File: src/lsq_pkg.sv
`default_nettype none

package lsq_pkg;

    localparam int NUM_PREGS = 64;
    localparam int PREG_W = 6;

    // Access width of a load or store
    typedef enum logic [1:0] {
        size_byte = 2'd0,
        size_half = 2'd1,
        size_word = 2'd2
    } mem_size_t;

    typedef struct packed {
        logic [PREG_W-1:0] rs1;
        logic [PREG_W-1:0] rd;
        logic [31:0]       imm;
        mem_size_t         size;
        logic              is_unsigned;
        logic              rs1_met;
    } load_entry_t;

    // Store data comes from rs2, so there is no destination tag
    typedef struct packed {
        logic [PREG_W-1:0] rs1;
        logic [PREG_W-1:0] rs2;
        logic [31:0]       imm;
        mem_size_t         size;
        logic              rs1_met;
        logic              rs2_met;
    } store_entry_t;

    // Wait states carry the kind that wins when both heads are ready
    typedef enum logic [2:0] {
        wait_load_pri  = 3'd0,
        wait_store_pri = 3'd1,
        request_load   = 3'd2,
        request_store  = 3'd3,
        finish_load    = 3'd4,
        finish_store   = 3'd5
    } lsq_state_t;

endpackage

`default_nettype wire

File: src/load_align.sv
`timescale 1ns/1ps
`default_nettype none

module load_align
    import lsq_pkg::*;
(
    input  logic        clk,
    input  logic        valid,
    input  logic [31:0] raw,
    input  logic [1:0]  offset,
    input  mem_size_t   size,
    input  logic        is_unsigned,
    output logic [31:0] data
);

    logic [31:0] shifted;

    // Bring the addressed byte lane down to bit 0
    assign shifted = raw >> {offset, 3'b000};

    always_comb begin
        case (size)
            size_byte: begin
                data = {{24{shifted[7] && !is_unsigned}}, shifted[7:0]};
            end
            size_half: begin
                data = {{16{shifted[15] && !is_unsigned}}, shifted[15:0]};
            end
            default: begin
                data = raw;
            end
        endcase
    end

    legal_offset: assert property (
        @(posedge clk)
        valid |-> (size != size_half || !offset[0]) &&
                  (size != size_word || offset == 2'b00)
    );

endmodule

`default_nettype wire

File: config.mk
export PLATFORM = sky130hd
export DESIGN_NAME = load_align
export DESIGN_NICKNAME = d
export VERILOG_FILES = /design/src/lsq_pkg.sv /design/src/load_align.sv
export SDC_FILE = /design/constraint.sdc
export NUM_CORES = 1
export LEC_CHECK = 0
export BUFFER_PORTS_ARGS = -buffer_cell sky130_fd_sc_hd__clkbuf_2
export CORE_MARGIN = 2
export CORE_UTILIZATION = 30
export DETAILED_ROUTE_END_ITERATION = 6
export PLACE_DENSITY = 0.69
export SETUP_SLACK_MARGIN = 0.4
export SYNTH_ARGS = -nofsm -noshare
export SYNTH_HDL_FRONTEND = slang
export SYNTH_SLANG_ARGS = --single-unit
File: constraint.sdc
create_clock -name vclk -period 1.3
set_input_delay 0 -clock vclk [all_inputs]
set_output_delay 0 -clock vclk [all_outputs]
set_load 0.02 [all_outputs]
==> impl_metrics.py <==
metrics = {
    "run_status": {
        "status": "finished, violations left",
        "violations": "negative setup slack",
    },
    "drt": {
        "ant_nets": 0,
        "num_vias": 1343,
        "avgViaCountPerCell": 5.89,
        "post-route-drc-count": 0,
        "dr.pass1.iters": 4,
        "wl_per_cell_um": 18.9,
        "finalWirelength_um": 4320,
        "drtIter0Drc": 36,
    },
    "critical_path": {
        "required_ps": 1300,
        "critical_path_class": "input port to output pin",
        "critical_path_buf_inv_count": 6,
        "cp_top_family": "buffers and inverters",
        "worst_path_most_repeated_cell": "buf_8",
        "path_cells": "buf_8 > buf_6 > buf_8 > buf_12 > bufbuf_16 > nand3b_1 > o211a_1 > o31ai_1 > buf_2",
        "cp_max_fo": 5,
        "arrival_ps": 1520,
        "start_kind": "input port",
        "critPathSlowestCell": "o31ai_1",
        "crit_path_end_kind": "output pin",
        "cp_slowest_stage_delay_ps": 290,
    },
    "timing": {
        "finalHoldViolCount": 0,
        "relSlewSlack": 0.708,
        "tightest_slew_ps": 437,
        "holdWs_ps": 317,
        "tns_ps": -3130,
        "rsz0062_at_grt": "true",
        "fin_crit_ps": 1520,
        "fmax_mhz": 659,
        "drv_slew": 0,
        "fin_ws_ps": -218,
        "period_share": 1.17,
        "setup_viol": 28,
    },
    "global_routing": {
        "grt.total_usage": 0.257,
        "grt_pass1_wl_um": 5570,
        "grt_max_degree": 18,
        "grt_pass1_vias": 1252,
        "grt_overflow": 0,
        "grt_antenna_before_repair": 0,
    },
    "place": {
        "io_buffers": 69,
        "hpwl_um": 2470,
        "dp_worst_setup_slack_ps": -162,
        "gp_congestion": 0.843,
    },
    "synthesis": {
        "synth_warnings": 0,
        "syn_nets": 152,
        "synth_cells": 113,
        "seq_area_frac_synth": 0,
        "synth_area_sq_um": 741,
        "synth_area_per_cell_sq_um": 6.55,
        "synth_cell_types": 23,
    },
    "floorplan": {
        "fp-row-count": 18,
        "fp.dieArea_sq_um": 2880,
        "coreArea_sq_um": 2410,
        "ios": 71,
        "initial_core_util": 0.307,
        "die_w_um": 53.7,
        "dieHeight_um": 53.7,
    },
    "finish": {
        "seq_cells": 0,
        "fill_cells": 137,
        "layout.clock_buffers": 0,
        "ff_latch_area_sq_um": 0,
        "layout-drive-gt1-share": 0.677,
        "syn_to_final_growth_pct": 141,
        "final_nets": 239,
        "diodes": 0,
    },
    "pwr": {
        "leakage_uw": 0.000895,
        "power_density_nw_per_um2": 507,
        "totalPowerFinal_uw": 904,
        "swShare": 0.500,
        "clkPwrFrac": 0,
        "p_switching_uw": 452,
        "combPwrFrac": 1.000,
        "internal-power_uw": 452,
        "power_frac_seq": 0,
        "ir_worst_vdd_mv": 0.373,
    },
    "worst_hold_path": {
        "hold_depth": 4,
        "worstHoldStart": "raw[0]",
        "hp-class": "input port to output pin",
        "hold_end": "data[0]",
    },
    "run": {
        "cap_violations": 0,
    },
    "clocking": {
        "ctsHoldBuffers": 0,
    },
}
cell usage in the layout, fill, tap and decap left out, drive strengths merged, types with 6 or more instances in the layout:
| cell | netlist | routed |
|---|---|---|
| buf | 2 | 49 |
| clkbuf | 10 | 47 |
| nand2 | 28 | 28 |
| o21ai | 17 | 17 |
| nand3b | 7 | 7 |
| o211a | 7 | 7 |
| o31ai | 7 | 7 |
| mux2i | 7 | 7 |
| a22o | 6 | 6 |
| o2bb2ai | 6 | 6 |
power by group through the flow:
stage | clock network, uW | logic, uW | registers (uW)
after floorplan | 0 | 376 | 0
after global placement | 0 | 604 | 0
after detailed placement | 0 | 614 | 0
after CTS | 0 | 791 | 0
after global routing | 0 | 942 | 0
final | 0 | 904 | 0
Yosys cell counts:
cell	n	area, sq um
a22o_1	6	52.6
o21ai_0	7	35.0
nand2_1	28	105
and4b_1	1	10.0
o21bai_1	1	7.51
clkinv_1	1	3.75
a21oi_1	1	5.00
a2bb2oi_1	2	17.5
nor2b_1	2	12.5
inv_1	3	11.3
o2bb2ai_1	6	52.6
a221oi_4	1	26.3
buf_6	2	22.5
mux2i_1	7	70.1
a211oi_1	1	7.51
mux2_2	1	11.3
o31ai_1	7	52.6
o211a_1	7	70.1
nand3b_1	7	52.6
o21ai_1	10	50.1
nand3_1	1	5.00
clkbuf_1	10	37.5
mux4_2	1	22.5
tightest hold or removal path, delay by kind of cell:
family | cells | cell delay [ps]
AOI/OAI and AO/OA | 1 | 60
buffers and inverters | 2 | 220
and+or+nand+nor | 1 | 50
layer usage:
| layer | routed length [um] | part of all wire | up-vias | global-route usage |
|---|---|---|---|---|
| met2 | 2360 | 0.55 | 79 | 0.480 |
| met4 | 74 | 0.017 | 0 | 0.115 |
| met1 | 1530 | 0.35 | 653 | 0.282 |
| met3 | 345 | 0.080 | 8 | 0.0389 |
| met5 | 0 | 0 | - | 0 |
| li1 | - | - | 603 | - |
cell families (layout without fill, tap and decap cells):
| logic type | count (synthesis) | count (layout) | share of synthesized area |
|---|---|---|---|
| AOI/OAI and AO/OA | 49 | 49 | 0.508 |
| and+or+nand+nor | 39 | 39 | 0.250 |
| buffers and inverters | 16 | 101 | 0.101 |
| muxes | 9 | 9 | 0.140 |
cell type report:
class,instances,area [sq um],area share
Multi-Input combinational cell,97,866,0.486
Inverter,4,15.0,0.00843
Tap cell,30,37.5,0.0211
Timing Repair Buffer,97,863,0.485
metrics by stage:
stage,cell area (sq um),utilization,instances
after CTS,1610,0.670,227
after global routing,1780,0.739,228
after global placement,1270,0.526,218
after detailed placement,1270,0.526,218
after floorplan,807,-,113
final,1780,0.739,228
worst max path at each step:
stage | from | to | slack (ps) | cells after the start
2_1_floorplan | offset[1] | data[21] | -30 | 5
3_3_place_gp | offset[1] | data[10] | -170 | 7
4_1_cts | offset[1] | data[27] | -150 | 7
6_report | offset[1] | data[14] | -220 | 9
5_1_grt | offset[1] | data[14] | -230 | 9
3_5_place_dp | offset[1] | data[14] | -160 | 7
timing repair:
item	4_1_cts	5_1_grt
cloned	2	0
gates resized for setup	58	61
setup endpoints to repair	32	32
buffers inserted	7	1
pin swaps	8	9
No activity file was read; power rests on OpenSTA's default activity.
