--- src/lsq_pkg.sv ---
`default_nettype none

package lsq_pkg;

    localparam int NUM_PREGS = 64;
    localparam int PREG_W = 6;

    // Access width of a load or store
    typedef enum logic [1:0] {
        size_byte = 2'd0,
        size_half = 2'd1,
        size_word = 2'd2
    } mem_size_t;

    typedef struct packed {
        logic [PREG_W-1:0] rs1;
        logic [PREG_W-1:0] rd;
        logic [31:0]       imm;
        mem_size_t         size;
        logic              is_unsigned;
        logic              rs1_met;
    } load_entry_t;

    // Store data comes from rs2, so there is no destination tag
    typedef struct packed {
        logic [PREG_W-1:0] rs1;
        logic [PREG_W-1:0] rs2;
        logic [31:0]       imm;
        mem_size_t         size;
        logic              rs1_met;
        logic              rs2_met;
    } store_entry_t;

    // Wait states carry the kind that wins when both heads are ready
    typedef enum logic [2:0] {
        wait_load_pri  = 3'd0,
        wait_store_pri = 3'd1,
        request_load   = 3'd2,
        request_store  = 3'd3,
        finish_load    = 3'd4,
        finish_store   = 3'd5
    } lsq_state_t;

endpackage

`default_nettype wire

--- src/phys_regfile.sv ---
`timescale 1ns/1ps
`default_nettype none

module phys_regfile
    import lsq_pkg::*;
(
    input  logic              clk,
    input  logic              rst,
    input  logic              wb_valid,
    input  logic [PREG_W-1:0] wb_tag,
    input  logic [31:0]       wb_value,
    input  logic              result_valid,
    input  logic [PREG_W-1:0] result_tag,
    input  logic [31:0]       result_value,
    input  logic [PREG_W-1:0] rd_tag_a,
    input  logic [PREG_W-1:0] rd_tag_b,
    output logic [31:0]       rd_value_a,
    output logic [31:0]       rd_value_b
);

    logic [31:0] regs [NUM_PREGS];

    always_ff @(posedge clk) begin
        if (rst) begin
            for (int i = 0; i < NUM_PREGS; i++) begin
                regs[i] <= '0;
            end
        end else begin
            if (wb_valid) begin
                regs[wb_tag] <= wb_value;
            end
            if (result_valid) begin
                regs[result_tag] <= result_value;
            end
        end
    end

    // No bypass, an entry issues at least one cycle after its wakeup
    assign rd_value_a = regs[rd_tag_a];
    assign rd_value_b = regs[rd_tag_b];

    no_write_collision: assert property (
        @(posedge clk) disable iff (rst)
        wb_valid && result_valid |-> wb_tag != result_tag
    );

endmodule

`default_nettype wire

--- config.mk ---
export PLATFORM = sky130hd
export DESIGN_NAME = phys_regfile
export DESIGN_NICKNAME = d
export VERILOG_FILES = /design/src/lsq_pkg.sv /design/src/phys_regfile.sv
export SDC_FILE = /design/constraint.sdc
export NUM_CORES = 2
export LEC_CHECK = 0
export BUFFER_PORTS_ARGS = -buffer_cell sky130_fd_sc_hd__buf_2
export CAP_MARGIN = 20
export CORE_UTILIZATION = 46
export CTS_CLUSTER_DIAMETER = 60
export CTS_CLUSTER_SIZE = 20
export DETAILED_ROUTE_END_ITERATION = 10
export GPL_ROUTABILITY_DRIVEN = 0
export PLACE_DENSITY_LB_ADDON = 0.08
export SYNTH_ARGS = -nofsm -noshare
export SYNTH_HDL_FRONTEND = slang
export SYNTH_SLANG_ARGS = --single-unit
--- constraint.sdc ---
create_clock -name clk -period 3 [get_ports clk]
set_clock_uncertainty 0.2 [all_clocks]
set_input_delay 0.45 -clock clk [delete_from_list [all_inputs] [get_ports clk]]
set_output_delay 0.45 -clock clk [all_outputs]
set_load 0.01 [all_outputs]
==> results_dict.tcl <==
set metrics [dict create \
    die_h_um 505 \
    route.vias.total 93700 \
    yosys.area.top_type "edfxtp_1" \
    via_per_inst 8.01 \
    max_freq_ghz 0.257 \
    dieWidth_um 505 \
    worstMarginPinSlew_ps 1290 \
    cts_made_buffers 181 \
    drv_slew 0 \
    arrival_ps 3240 \
    root_buffer "clkbuf_16" \
    place_ws_ps -1830 \
    floorplan.die_area_sq_um 255000 \
    cp_num_cells 7 \
    synth.cell_area_sq_um 116000 \
    crit_family "multiplexers" \
    cts_tree "done" \
    grt_pass1_wl_mm 782 \
    reg.largest.list "regs x2048" \
    whs_ps 39.7 \
    totalWireLength_mm 589 \
    ioPinCount 156 \
    path_class "reg2out" \
    p_leak_nw 48.6 \
    worstHoldPathType "in2reg" \
    required_ps 2350 \
    power_w 0.0743 \
    syn_to_final_growth_pct 22.9 \
    cp-start-kind "register" \
    critPathMaxStageDelay_ps 530 \
    start_util_pct 46.3 \
    row_count 184 \
    period_share_pct 130 \
    finalHoldViolCount 0 \
    grt-ovfl-total 0 \
    ys.flop_type "edfxtp_1" \
    dp_hpwl_mm 389 \
    fill_cells 19500 \
    htreeDepth 4 \
    holdPathStages 2 \
    synth_nets 7735 \
    regMostFlops "regs" \
    routedWlPerCell_um 50.4 \
    fin_nets 8260 \
    route.detailed.drc 0 \
    finalCriticalPeriod_ps 3890 \
    violations "negative setup slack" \
    drt_iter0_drc 17100 \
    maxCapViolCount 0 \
    powerDensity_nw_per_um2 520 \
    ys_seq_area_share_pct 52.9 \
    coreArea_sq_um 251000 \
    setup_viol 64 \
    largest_register_ffs 2048 \
    io_buffer_count 155 \
    yosysUniqueCellTypes 59 \
    synth-seq-cells 2048 \
    crit_slowest_cell "a21oi_4" \
    crit_buf_inv 2 \
    syn_inst 7643 \
    synth.avg_cell_area_sq_um 15.2 \
    synth_area_leaders "edfxtp_1, mux4_2, a22o_1" \
    yosysWarningCount 0 \
    vdd.ir_drop.worst_uv 713 \
    yosys.area.top_type_share_pct 52.9 \
    crit_chain "mux4_2, mux2i_4, a221oi_2, a21oi_4, buf_6, a221oi_4, buf_2" \
    cts_max_path_buffers 3 \
    worst_setup_path_end_kind "output pin" \
    utilization_pct 56.8 \
    final_cells 11700 \
    timing.final.ws_setup_ps -894 \
    grt_max_degree 65 \
    crit_fanout 2 \
    cts.sinks 2048 \
    dp.cells 11300 \
    grtUsageTotal_pct 45.3 \
    first_global_vias 86000 \
    synth-edff-count 2048 \
    slew_headroom_pct 13.6 \
    first_pass_iters 9 \
    async_reset_ff_share_pct 0 \
    rsz0062_at_grt "yes" \
    drive_gt1_share_pct 42.4 \
    status "complete, but fails checks" \
    antenna_left 0 \
    antenna_found_initial 46 \
    clk_pin_slew_ps 90 \
]
==> timing repair <==
action	CTS	global route
endpoints found under the setup margin	64	64
endpoints found under the hold margin	106	0
buffers inserted	46	39
hold buffers	17	0
gates resized for setup	588	173
pin swaps	116	83
cloned	9	4
==> cell usage after synthesis, types with 3 or more instances <==
cell / n
a2111oi_0: 6
a211o_1: 4
a211oi_1: 45
a21oi_1: 27
a221oi_1: 20
a22o_1: 2062
a22oi_1: 27
a2bb2oi_1: 3
a31oi_1: 11
and2_0: 3
and2_1: 5
and3_1: 3
buf_1: 84
buf_2: 241
buf_4: 98
buf_6: 17
clkbuf_1: 789
edfxtp_1: 2048
inv_1: 3
mux2_2: 38
mux2i_1: 67
mux4_1: 9
mux4_2: 1011
nand2_1: 89
nand2b_1: 14
nand3_1: 19
nand3b_1: 7
nand4_1: 5
nor2_1: 156
nor2_2: 16
nor2b_1: 50
nor3_1: 71
nor3_2: 30
nor4_1: 50
o21a_1: 21
o21ai_0: 58
o221ai_1: 43
o22a_1: 30
o22ai_1: 262
or2_2: 4
or3_1: 70
or3b_1: 3
or3b_2: 4
==> per-layer routing <==
layer | vias up | GRT usage, % | share of wire (%)
met5 | - | 1.93 | 0.16
met2 | 9236 | 61.3 | 40
met3 | 1476 | 26.7 | 19
li1 | 33900 | - | -
met4 | 42 | 22.0 | 6.3
met1 | 49000 | 57.1 | 34
==> cell usage in the layout, fill, tap and decap left out, types with 13 or more instances in the layout <==
master         instances
a22o_1              2062
edfxtp_1            2048
mux4_2              1013
buf_4                995
buf_12               338
clkbuf_16            188
buf_6                125
o22ai_1              115
nor2_1               104
o22ai_2               94
nand2_1               81
nor2_4                67
or3_2                 64
buf_2                 59
o22ai_4               53
mux2i_1               50
nor3_4                43
inv_6                 37
nor3_2                36
nor2b_1               35
o221ai_1              33
nor4_4                32
a211oi_2              28
o21ai_0               25
diode_2               24
mux2_4                23
nor3_1                23
o22a_1                22
inv_8                 19
clkinv_8              18
buf_16                18
dlygate4sd3_1         17
nand3_1               16
mux2_2                15
a211oi_1              15
a22oi_1               15
a21oi_1               14
nand2b_1              13
clkinvlp_4            13
==> final timing paths <==
check                            start        endpoint  slack, ps
worst max-delay path       regs[5][28]  rd_value_a[28]       -890
worst min-delay path  result_value[20]    regs[59][20]         40
==> final cells by class <==
| type | count | area (sq um) | share of cell area, % |
|---|---|---|---|
| antenna | 24 | 60.1 | 0.0421 |
| clock buffer | 193 | 4640 | 3.25 |
| clock inverter | 143 | 1700 | 1.19 |
| inverter | 4 | 16.3 | 0.0114 |
| multi-input combinational | 4360 | 53600 | 37.5 |
| sequential | 2048 | 61500 | 43.1 |
| tap | 3348 | 4190 | 2.93 |
| timing repair buffer | 1573 | 17100 | 12.0 |
==> kinds of logic after synthesis <==
group / synth area share, %
compound gates: 18.8
flops: 52.9
buf+inv: 4.69
mux: 20.7
simple gates: 2.83
==> where the power goes <==
group	total (W)	internal [W]	switching, W	leakage [nW]
logic	0.0145	0.00558	0.00895	26.1
registers	0.0339	0.0330	0.000900	19.5
clock network	0.0258	0.0128	0.0130	3.06
==> through the flow <==
stage	instance area, sq um	TNS (ps)
after detailed placement	132000	-50130
final	143000	-39090
after global placement	132000	-51860
after CTS	142000	-31340
after floorplan	116000	0
after global routing	143000	-36250
Power figures use the tool's default switching activity.
