`config.mk`:
```
export PLATFORM = sky130hd
export DESIGN_NAME = load_store_queue
export DESIGN_NICKNAME = d
export VERILOG_FILES = /design/src/lsq_pkg.sv /design/src/circular_queue.sv /design/src/load_store_queue.sv
export SDC_FILE = /design/constraint.sdc
export NUM_CORES = 2
export LEC_CHECK = 0
export BUFFER_PORTS_ARGS = -buffer_cell sky130_fd_sc_hd__clkbuf_2
export CORE_MARGIN = 5
export CORE_UTILIZATION = 41
export CTS_CLUSTER_SIZE = 30
export DETAILED_ROUTE_END_ITERATION = 16
export GPL_ROUTABILITY_DRIVEN = 0
export PLACE_DENSITY = 0.62
export SLEW_MARGIN = 40
export SYNTH_ARGS = -nofsm -noshare
export SYNTH_HDL_FRONTEND = slang
export SYNTH_HIERARCHICAL = 1
export SYNTH_SLANG_ARGS = --single-unit
export TNS_END_PERCENT = 30
```
`constraint.sdc`:
```
create_clock -name clk -period 15.6 [get_ports clk]
set_input_delay 0.78 -clock clk [delete_from_list [all_inputs] [get_ports clk]]
set_output_delay 0.78 -clock clk [all_outputs]
set_load 0.01 [all_outputs]
```
`src/lsq_pkg.sv`:
```
`default_nettype none

package lsq_pkg;

    localparam int NUM_PREGS = 64;
    localparam int PREG_W = 6;

    // Access width of a load or store
    typedef enum logic [1:0] {
        size_byte = 2'd0,
        size_half = 2'd1,
        size_word = 2'd2
    } mem_size_t;

    typedef struct packed {
        logic [PREG_W-1:0] rs1;
        logic [PREG_W-1:0] rd;
        logic [31:0]       imm;
        mem_size_t         size;
        logic              is_unsigned;
        logic              rs1_met;
    } load_entry_t;

    // Store data comes from rs2, so there is no destination tag
    typedef struct packed {
        logic [PREG_W-1:0] rs1;
        logic [PREG_W-1:0] rs2;
        logic [31:0]       imm;
        mem_size_t         size;
        logic              rs1_met;
        logic              rs2_met;
    } store_entry_t;

    // Wait states carry the kind that wins when both heads are ready
    typedef enum logic [2:0] {
        wait_load_pri  = 3'd0,
        wait_store_pri = 3'd1,
        request_load   = 3'd2,
        request_store  = 3'd3,
        finish_load    = 3'd4,
        finish_store   = 3'd5
    } lsq_state_t;

endpackage

`default_nettype wire

```
`src/circular_queue.sv`:
```
`timescale 1ns/1ps
`default_nettype none

module circular_queue #(
    parameter type entry_t = logic,
    parameter int DEPTH = 8,
    localparam int PTR_W = $clog2(DEPTH),
    localparam int CNT_W = PTR_W + 1
) (
    input  logic             clk,
    input  logic             rst,
    input  logic             push,
    input  entry_t           push_data,
    input  logic             pop,
    input  logic [DEPTH-1:0] upd_en,
    input  entry_t           upd_data [DEPTH],
    output entry_t           slots [DEPTH],
    output entry_t           head_data,
    output logic [PTR_W-1:0] push_ptr,
    output logic [PTR_W-1:0] pop_ptr,
    output logic             full,
    output logic             empty
);

    logic [CNT_W-1:0] count;

    // A push into a slot overrides an in-place update of that slot
    always_ff @(posedge clk) begin
        for (int i = 0; i < DEPTH; i++) begin
            if (push && push_ptr == PTR_W'(i)) begin
                slots[i] <= push_data;
            end else if (upd_en[i]) begin
                slots[i] <= upd_data[i];
            end
        end
    end

    // Pointers wrap on their own since DEPTH is a power of two
    always_ff @(posedge clk) begin
        if (rst) begin
            push_ptr <= '0;
            pop_ptr  <= '0;
            count    <= '0;
        end else begin
            if (push) begin
                push_ptr <= push_ptr + 1'b1;
            end
            if (pop) begin
                pop_ptr <= pop_ptr + 1'b1;
            end
            count <= count + CNT_W'(push) - CNT_W'(pop);
        end
    end

    assign head_data = slots[pop_ptr];
    assign full      = (count == CNT_W'(DEPTH));
    assign empty     = (count == '0);

    no_push_when_full: assert property (
        @(posedge clk) disable iff (rst)
        push |-> !full
    );

    no_pop_when_empty: assert property (
        @(posedge clk) disable iff (rst)
        pop |-> !empty
    );

endmodule

`default_nettype wire

```
`src/load_store_queue.sv`:
```
`timescale 1ns/1ps
`default_nettype none

module load_store_queue
    import lsq_pkg::*;
#(
    parameter int DEPTH = 8,
    localparam int PTR_W = $clog2(DEPTH)
) (
    input  logic              clk,
    input  logic              rst,
    input  logic              flush,
    input  logic              dispatch_valid,
    input  logic              dispatch_is_store,
    input  mem_size_t         dispatch_size,
    input  logic              dispatch_unsigned,
    input  logic [PREG_W-1:0] dispatch_rs1,
    input  logic              dispatch_rs1_ready,
    input  logic [PREG_W-1:0] dispatch_rs2,
    input  logic              dispatch_rs2_ready,
    input  logic [PREG_W-1:0] dispatch_rd,
    input  logic [31:0]       dispatch_imm,
    output logic              dispatch_ready,
    input  logic              wb_valid,
    input  logic [PREG_W-1:0] wb_tag,
    output logic [PREG_W-1:0] rd_tag_a,
    output logic [PREG_W-1:0] rd_tag_b,
    input  logic [31:0]       rd_value_a,
    input  logic [31:0]       rd_value_b,
    output logic [31:0]       dmem_addr,
    output logic [3:0]        dmem_rmask,
    output logic [3:0]        dmem_wmask,
    output logic [31:0]       dmem_wdata,
    input  logic [31:0]       dmem_rdata,
    input  logic              dmem_resp,
    output logic [1:0]        load_offset,
    output mem_size_t         load_size,
    output logic              load_unsigned,
    input  logic [31:0]       aligned_data,
    output logic              result_valid,
    output logic [PREG_W-1:0] result_tag,
    output logic [31:0]       result_value,
    output logic              store_done
);

    load_entry_t  ld_push_data, ld_head;
    load_entry_t  ld_slots [DEPTH];
    load_entry_t  ld_upd [DEPTH];
    store_entry_t st_push_data, st_head;
    store_entry_t st_slots [DEPTH];
    store_entry_t st_upd [DEPTH];
    logic [DEPTH-1:0] ld_upd_en, st_upd_en;
    logic [PTR_W-1:0] ld_push_ptr, ld_pop_ptr, st_push_ptr, st_pop_ptr;
    logic [PTR_W-1:0] ld_pop_next, st_pop_next;
    logic ld_full, ld_empty, st_full, st_empty;
    logic push_load, push_store, pop_load, pop_store;

    // Other queue's push pointer at dispatch, and whether it has been reached
    logic [PTR_W-1:0] ld_xptr [DEPTH];
    logic [PTR_W-1:0] st_xptr [DEPTH];
    logic [DEPTH-1:0] ld_xmet, st_xmet;

    lsq_state_t state, next_state;
    logic in_wait, ld_ready, st_ready, go_load, go_store;
    logic [31:0] issue_addr;
    mem_size_t issue_size;
    logic [31:0] addr_q, wdata_q;
    logic [3:0] mask_q;
    mem_size_t size_q;
    logic unsigned_q;
    logic [PREG_W-1:0] rd_q;

    function automatic logic woken(input logic [PREG_W-1:0] tag);
        woken = (wb_valid && wb_tag == tag) || (result_valid && result_tag == tag);
    endfunction

    function automatic logic [3:0] size_mask(input mem_size_t size);
        case (size)
            size_byte: size_mask = 4'b0001;
            size_half: size_mask = 4'b0011;
            default:   size_mask = 4'b1111;
        endcase
    endfunction

    assign dispatch_ready = dispatch_is_store ? !st_full : !ld_full;
    assign push_load      = dispatch_valid && dispatch_ready && !dispatch_is_store;
    assign push_store     = dispatch_valid && dispatch_ready && dispatch_is_store;
    assign pop_load       = (state == request_load) && dmem_resp;
    assign pop_store      = (state == request_store) && dmem_resp;
    assign ld_pop_next    = ld_pop_ptr + 1'b1;
    assign st_pop_next    = st_pop_ptr + 1'b1;

    // New entries also catch a broadcast in the cycle they arrive
    always_comb begin
        ld_push_data.rs1         = dispatch_rs1;
        ld_push_data.rd          = dispatch_rd;
        ld_push_data.imm         = dispatch_imm;
        ld_push_data.size        = dispatch_size;
        ld_push_data.is_unsigned = dispatch_unsigned;
        ld_push_data.rs1_met     = dispatch_rs1_ready || woken(dispatch_rs1);
        st_push_data.rs1         = dispatch_rs1;
        st_push_data.rs2         = dispatch_rs2;
        st_push_data.imm         = dispatch_imm;
        st_push_data.size        = dispatch_size;
        st_push_data.rs1_met     = dispatch_rs1_ready || woken(dispatch_rs1);
        st_push_data.rs2_met     = dispatch_rs2_ready || woken(dispatch_rs2);
    end

    always_comb begin
        for (int i = 0; i < DEPTH; i++) begin
            ld_upd[i]         = ld_slots[i];
            ld_upd[i].rs1_met = 1'b1;
            ld_upd_en[i]      = woken(ld_slots[i].rs1);
            st_upd[i]         = st_slots[i];
            st_upd[i].rs1_met = st_slots[i].rs1_met || woken(st_slots[i].rs1);
            st_upd[i].rs2_met = st_slots[i].rs2_met || woken(st_slots[i].rs2);
            st_upd_en[i]      = woken(st_slots[i].rs1) || woken(st_slots[i].rs2);
        end
    end

    circular_queue #(.entry_t(load_entry_t), .DEPTH(DEPTH)) load_q (
        .clk(clk), .rst(rst || flush),
        .push(push_load), .push_data(ld_push_data), .pop(pop_load),
        .upd_en(ld_upd_en), .upd_data(ld_upd),
        .slots(ld_slots), .head_data(ld_head),
        .push_ptr(ld_push_ptr), .pop_ptr(ld_pop_ptr),
        .full(ld_full), .empty(ld_empty)
    );

    circular_queue #(.entry_t(store_entry_t), .DEPTH(DEPTH)) store_q (
        .clk(clk), .rst(rst || flush),
        .push(push_store), .push_data(st_push_data), .pop(pop_store),
        .upd_en(st_upd_en), .upd_data(st_upd),
        .slots(st_slots), .head_data(st_head),
        .push_ptr(st_push_ptr), .pop_ptr(st_pop_ptr),
        .full(st_full), .empty(st_empty)
    );

    // Met is sticky, set when the other pop pointer steps onto the recorded value
    always_ff @(posedge clk) begin
        for (int i = 0; i < DEPTH; i++) begin
            if (push_load && ld_push_ptr == PTR_W'(i)) begin
                ld_xptr[i] <= st_push_ptr;
                ld_xmet[i] <= st_empty || (pop_store && st_pop_next == st_push_ptr);
            end else if (pop_store && st_pop_next == ld_xptr[i]) begin
                ld_xmet[i] <= 1'b1;
            end
            if (push_store && st_push_ptr == PTR_W'(i)) begin
                st_xptr[i] <= ld_push_ptr;
                st_xmet[i] <= ld_empty || (pop_load && ld_pop_next == ld_push_ptr);
            end else if (pop_load && ld_pop_next == st_xptr[i]) begin
                st_xmet[i] <= 1'b1;
            end
        end
    end

    assign ld_ready = !ld_empty && ld_head.rs1_met && ld_xmet[ld_pop_ptr];
    assign st_ready = !st_empty && st_head.rs1_met && st_head.rs2_met && st_xmet[st_pop_ptr];
    assign in_wait  = (state == wait_load_pri) || (state == wait_store_pri);
    assign go_load  = in_wait && ld_ready && (state == wait_load_pri || !st_ready);
    assign go_store = in_wait && st_ready && !go_load;

    always_comb begin
        next_state = state;
        case (state)
            wait_load_pri, wait_store_pri: begin
                if (go_load) begin
                    next_state = request_load;
                end else if (go_store) begin
                    next_state = request_store;
                end
            end
            request_load:  if (dmem_resp) next_state = finish_load;
            request_store: if (dmem_resp) next_state = finish_store;
            // Hand priority to the other kind after each access
            finish_load:   next_state = wait_store_pri;
            finish_store:  next_state = wait_load_pri;
            default:       next_state = wait_load_pri;
        endcase
    end

    always_ff @(posedge clk) begin
        if (rst || flush) begin
            state <= wait_load_pri;
        end else begin
            state <= next_state;
        end
    end

    assign rd_tag_a   = go_store ? st_head.rs1 : ld_head.rs1;
    assign rd_tag_b   = st_head.rs2;
    assign issue_addr = rd_value_a + (go_store ? st_head.imm : ld_head.imm);
    assign issue_size = go_store ? st_head.size : ld_head.size;

    always_ff @(posedge clk) begin
        if (go_load || go_store) begin
            addr_q     <= issue_addr;
            size_q     <= issue_size;
            mask_q     <= size_mask(issue_size) << issue_addr[1:0];
            wdata_q    <= rd_value_b << {issue_addr[1:0], 3'b000};
            unsigned_q <= ld_head.is_unsigned;
            rd_q       <= ld_head.rd;
        end
        if (pop_load) begin
            result_value <= aligned_data;
        end
    end

    assign dmem_addr     = addr_q;
    assign dmem_wdata    = wdata_q;
    assign dmem_rmask    = (state == request_load) ? mask_q : 4'b0000;
    assign dmem_wmask    = (state == request_store) ? mask_q : 4'b0000;
    assign load_offset   = addr_q[1:0];
    assign load_size     = size_q;
    assign load_unsigned = unsigned_q;
    assign result_valid  = (state == finish_load);
    assign result_tag    = rd_q;
    assign store_done    = (state == finish_store);

    request_held_until_resp: assert property (
        @(posedge clk) disable iff (rst || flush)
        (dmem_rmask != 4'b0000 || dmem_wmask != 4'b0000) && !dmem_resp |=>
            $stable(dmem_addr) && $stable(dmem_rmask) &&
            $stable(dmem_wmask) && $stable(dmem_wdata)
    );

    request_aligned: assert property (
        @(posedge clk) disable iff (rst)
        (dmem_rmask != 4'b0000 || dmem_wmask != 4'b0000) |->
            (size_q != size_half || !dmem_addr[0]) &&
            (size_q != size_word || dmem_addr[1:0] == 2'b00)
    );

endmodule

`default_nettype wire

```
==> summary.txt <==
STA
  • Setup tns final: 0 ps
  • Slew @ Worst Pin: 878 ps
  • Worst clock skew: 23.6 ps
  • Crit share post-route: 39.5%
  • Worst rel slew slack: 41.5%
  • Final critical-path required period: 6160 ps
  • Final WS setup: 9440 ps
  • Fin. max-slew vios: 0
  • Final setup violation count: 0
  • Unrepaired setup endpoints after global routing: no
  • Fmax achieved: 162 MHz
  • Final Hold Viols: 0

Place
  • Hpwl dp: 89,600 um
  • Placed cell area: 56,300 um2
  • Cell Count Post-Placement: 5,177
  • Pre-CTS worst setup slack: 9540 ps
  • Port bufs: 293

Global route
  • Pin count of the biggest net entering global routing: 53
  • Vias in the first global route: 31,700
  • Total gr overflow: 0
  • GRT Total Usage: 21.4%
  • GR peak layer: met2
  • First-pass GRT wire length: 217,000 um
  • Initial antenna violation count: 7
  • Met1 Use GR: 28.9%
  • Grt met2 use: 35.7%
  • Met3 Use GR: 3.52%

Hold path
  • Hold WC Path Type: input pin to register

Synth
  • Area contributors post-synth: edfxtp_1 54%, mux2_2 18%, mux4_2 8.4%, xor2_1 3.6%, xnor2_1 3.1%
  • Sequential fraction of the synthesis area: 54.6%
  • Synth area leader: edfxtp_1
  • Asr flop ratio synth: 0%
  • EDFF count, synth: 941
  • Syn Inst Count: 3,349
  • Synth unique cells: 64
  • Synth Flop Type: edfxtp_1
  • Synthesized cell area: 52,600 um2
  • Syn avg cell area: 15.7 um2
  • Warnings, synthesis: 6
  • Post-synth top area share: 53.7%
  • FF+latch count, synth: 964

Clocking
  • CTS Hold Bufs: 0
  • Num CTS Buffers: 106
  • Insertion delay to the later sink of the worst-skew pair: 720 ps
  • Reg clk slew, reported paths: 70 ps
  • Buffer depth of the longest clock path: 3
  • CTS Root Cell: clkbuf_16
  • Post-CTS sizing: 0
  • CTS tree: done
  • Post-CTS setup buffers: 0
  • Sink Count: 964
  • H-tree level count: 3

Die
  • Starting Density: 41.2%
  • Placement row count: 131
  • Chip width: 368 um
  • Io pins: 326
  • Die Area: 136,000 um2
  • Core Region: 128,000 um2
  • Die Y: 368 um

Critical path
  • Crit path max-delay cell type: dfxtp_4
  • Crit path cell chain: buf_4, mux4_2, mux2_2, nand4b_4, o211ai_4, buf_6, mux2_4, ha_4, inv_1, fa_1, nor2b_1, o21ai_0, a21boi_0, a21oi_1, a22oi_1, a311oi_1, xnor2_1
  • CP Data Arrival Time: 6620 ps
  • Worst Setup Path Type: register to register
  • Setup crit end kind: register
  • Required @ worst endpoint: 16,060 ps
  • Max incr delay on CP: 880 ps
  • CP max FO: 45
  • CP Launch Type: register

Power
  • Sw frac: 22.9%
  • Leakage power: 20.6 nW
  • Clock power share: 43.3%
  • Net Sw Power: 1.36 mW
  • Total power divided by cell area: 99.1 nW/um2
  • Sequential fraction of design power: 49.0%
  • Pint: 4.57 mW
  • Maximum vdd drop: 0.0000994 V
  • Combinational Power Share: 7.7%

Drt
  • Drt total wl: 148,000 um
  • WL/cell: 27.4 um
  • First drt pass iteration count: 8
  • Vias: 31,200
  • Vias/cell: 5.79
  • Routed Antenna Nets: 0
  • DRC Markers: 0
  • Initial DRC count: 2,669

Layout
  • Fillers: 11,100
  • Register area: 28,700 um2
  • Fin util: 46.9%
  • Nets@finish: 3,883
  • Synth-to-Final Area Change: 13.8%
  • Design Area, Final: 59,800 um2
  • Multi-input gate area: 23,000 um2
  • Final Non-Filler Cells: 5,379
  • Share of layout cells above drive strength 1: 45.2%

Job
  • Max_cap viols: 0

Run status
  • Status: finished, final reports clean
[synth_stat cells (4+ instances only)]
cell type	number
buf_2	118
mux2i_1	25
o211ai_1	4
nand2b_1	37
xor2_1	216
nand4_1	40
a41o_1	17
mux2_4	81
buf_1	10
nand3_1	24
mux2_2	823
buf_4	8
o311ai_0	4
buf_6	5
a21boi_0	5
edfxtp_1	941
nand2_1	84
a41oi_1	5
a31oi_1	17
a211oi_1	13
buf_8	9
clkbuf_1	54
ha_1	61
xnor2_1	188
dfxtp_1	23
a21o_1	7
nor4_1	38
and3_1	12
nor2b_1	19
and2_1	19
inv_1	30
mux4_2	196
o21a_1	6
a21oi_1	48
nor2_1	80
o21ai_0	32
nor3_1	10
[cell usage in the layout (no fill, tap or decap), types with 74 or more instances in the layout]
cell type / instances
edfxtp_1: 941
clkbuf_16: 108
mux2_2: 823
nand2_1: 74
clkbuf_2: 289
xnor2_1: 188
mux4_2: 196
mux2_4: 81
nor2_1: 80
xor2_1: 216
[flip-flops by register name (all words and copies together), names as in the netlist]
name / count
store_q/push_ptr: 3
store_q/count: 4
state: 3
load_unsigned: 1
load_q/slots: 384
result_tag: 6
st_xptr: 24
result_value: 32
store_q/slots: 384
ld_xmet: 8
load_size: 2
store_q/pop_ptr: 3
dmem_addr: 32
load_q/push_ptr: 3
dmem_wdata: 32
ld_xptr: 24
load_q/count: 4
mask_q: 4
st_xmet: 8
load_q/pop_ptr: 3
[kinds of logic after synthesis]
family	Yosys count	synth area share [%]
flops	964	54.6
xor+xnor	405	6.76
other cells	1	0.00713
mux	1126	28.8
fa+ha+maj	64	1.57
buf+inv	235	2.28
compound gates	177	2.27
simple gates	377	3.69
[final timing paths]
| check | from | to | slack [ps] | depth (start not counted) |
|---|---|---|---|---|
| setup / recovery | load_q/pop_ptr[1] | dmem_addr[30] | 9440 | 17 |
| hold / removal | aligned_data[4] | result_value[4] | 240 | 1 |
| setup reg to reg | load_q/pop_ptr[1] | dmem_addr[30] | 9440 | 17 |
| hold reg to reg | load_q/slots[88] | load_q/slots[88] | 570 | 1 |
[metrics by stage]
step,power [mW],hold slack [ps]
2_1_floorplan,3.24,544
3_3_place_gp,3.40,556
3_5_place_dp,3.41,561
4_1_cts,6.00,183
5_1_grt,6.14,217
6_report,5.93,244
[worst max-delay path: cells and delay by family (launching register included)]
kind	cells	cell delay, ps
AO/OA/AOI/OAI	6	2080
buffers and inverters	3	1190
multiplexers	3	940
flip-flops	1	880
adder cells (fa/ha/maj)	2	390
AND/OR/NAND/NOR	2	220
XOR/XNOR	1	130
[per-layer routing]
layer | vias up | share of wire [%]
met5 | - | 0
met4 | 0 | 2.6
met3 | 223 | 6.4
met2 | 998 | 48
met1 | 16300 | 43
li1 | 13700 | -
[power by group through the flow]
stage	sequential [mW]	combinational [mW]	clock, mW
4_1_cts	2.91	0.457	2.64
6_report	2.91	0.454	2.57
3_5_place_dp	2.96	0.455	0
3_3_place_gp	2.96	0.445	0
2_1_floorplan	2.96	0.280	0
5_1_grt	2.91	0.492	2.74
[cell type report]
type                       count  share of cell area, %
sequential                   964                   48.0
multi-input combinational   2157                   38.5
clock buffer                 127                   4.65
timing repair buffer         363                   3.90
tap                         1662                   3.48
clock inverter                70                   1.23
inverter                      31                  0.194
antenna                        5                 0.0209
Note: power is estimated with default switching activity, not from simulation.
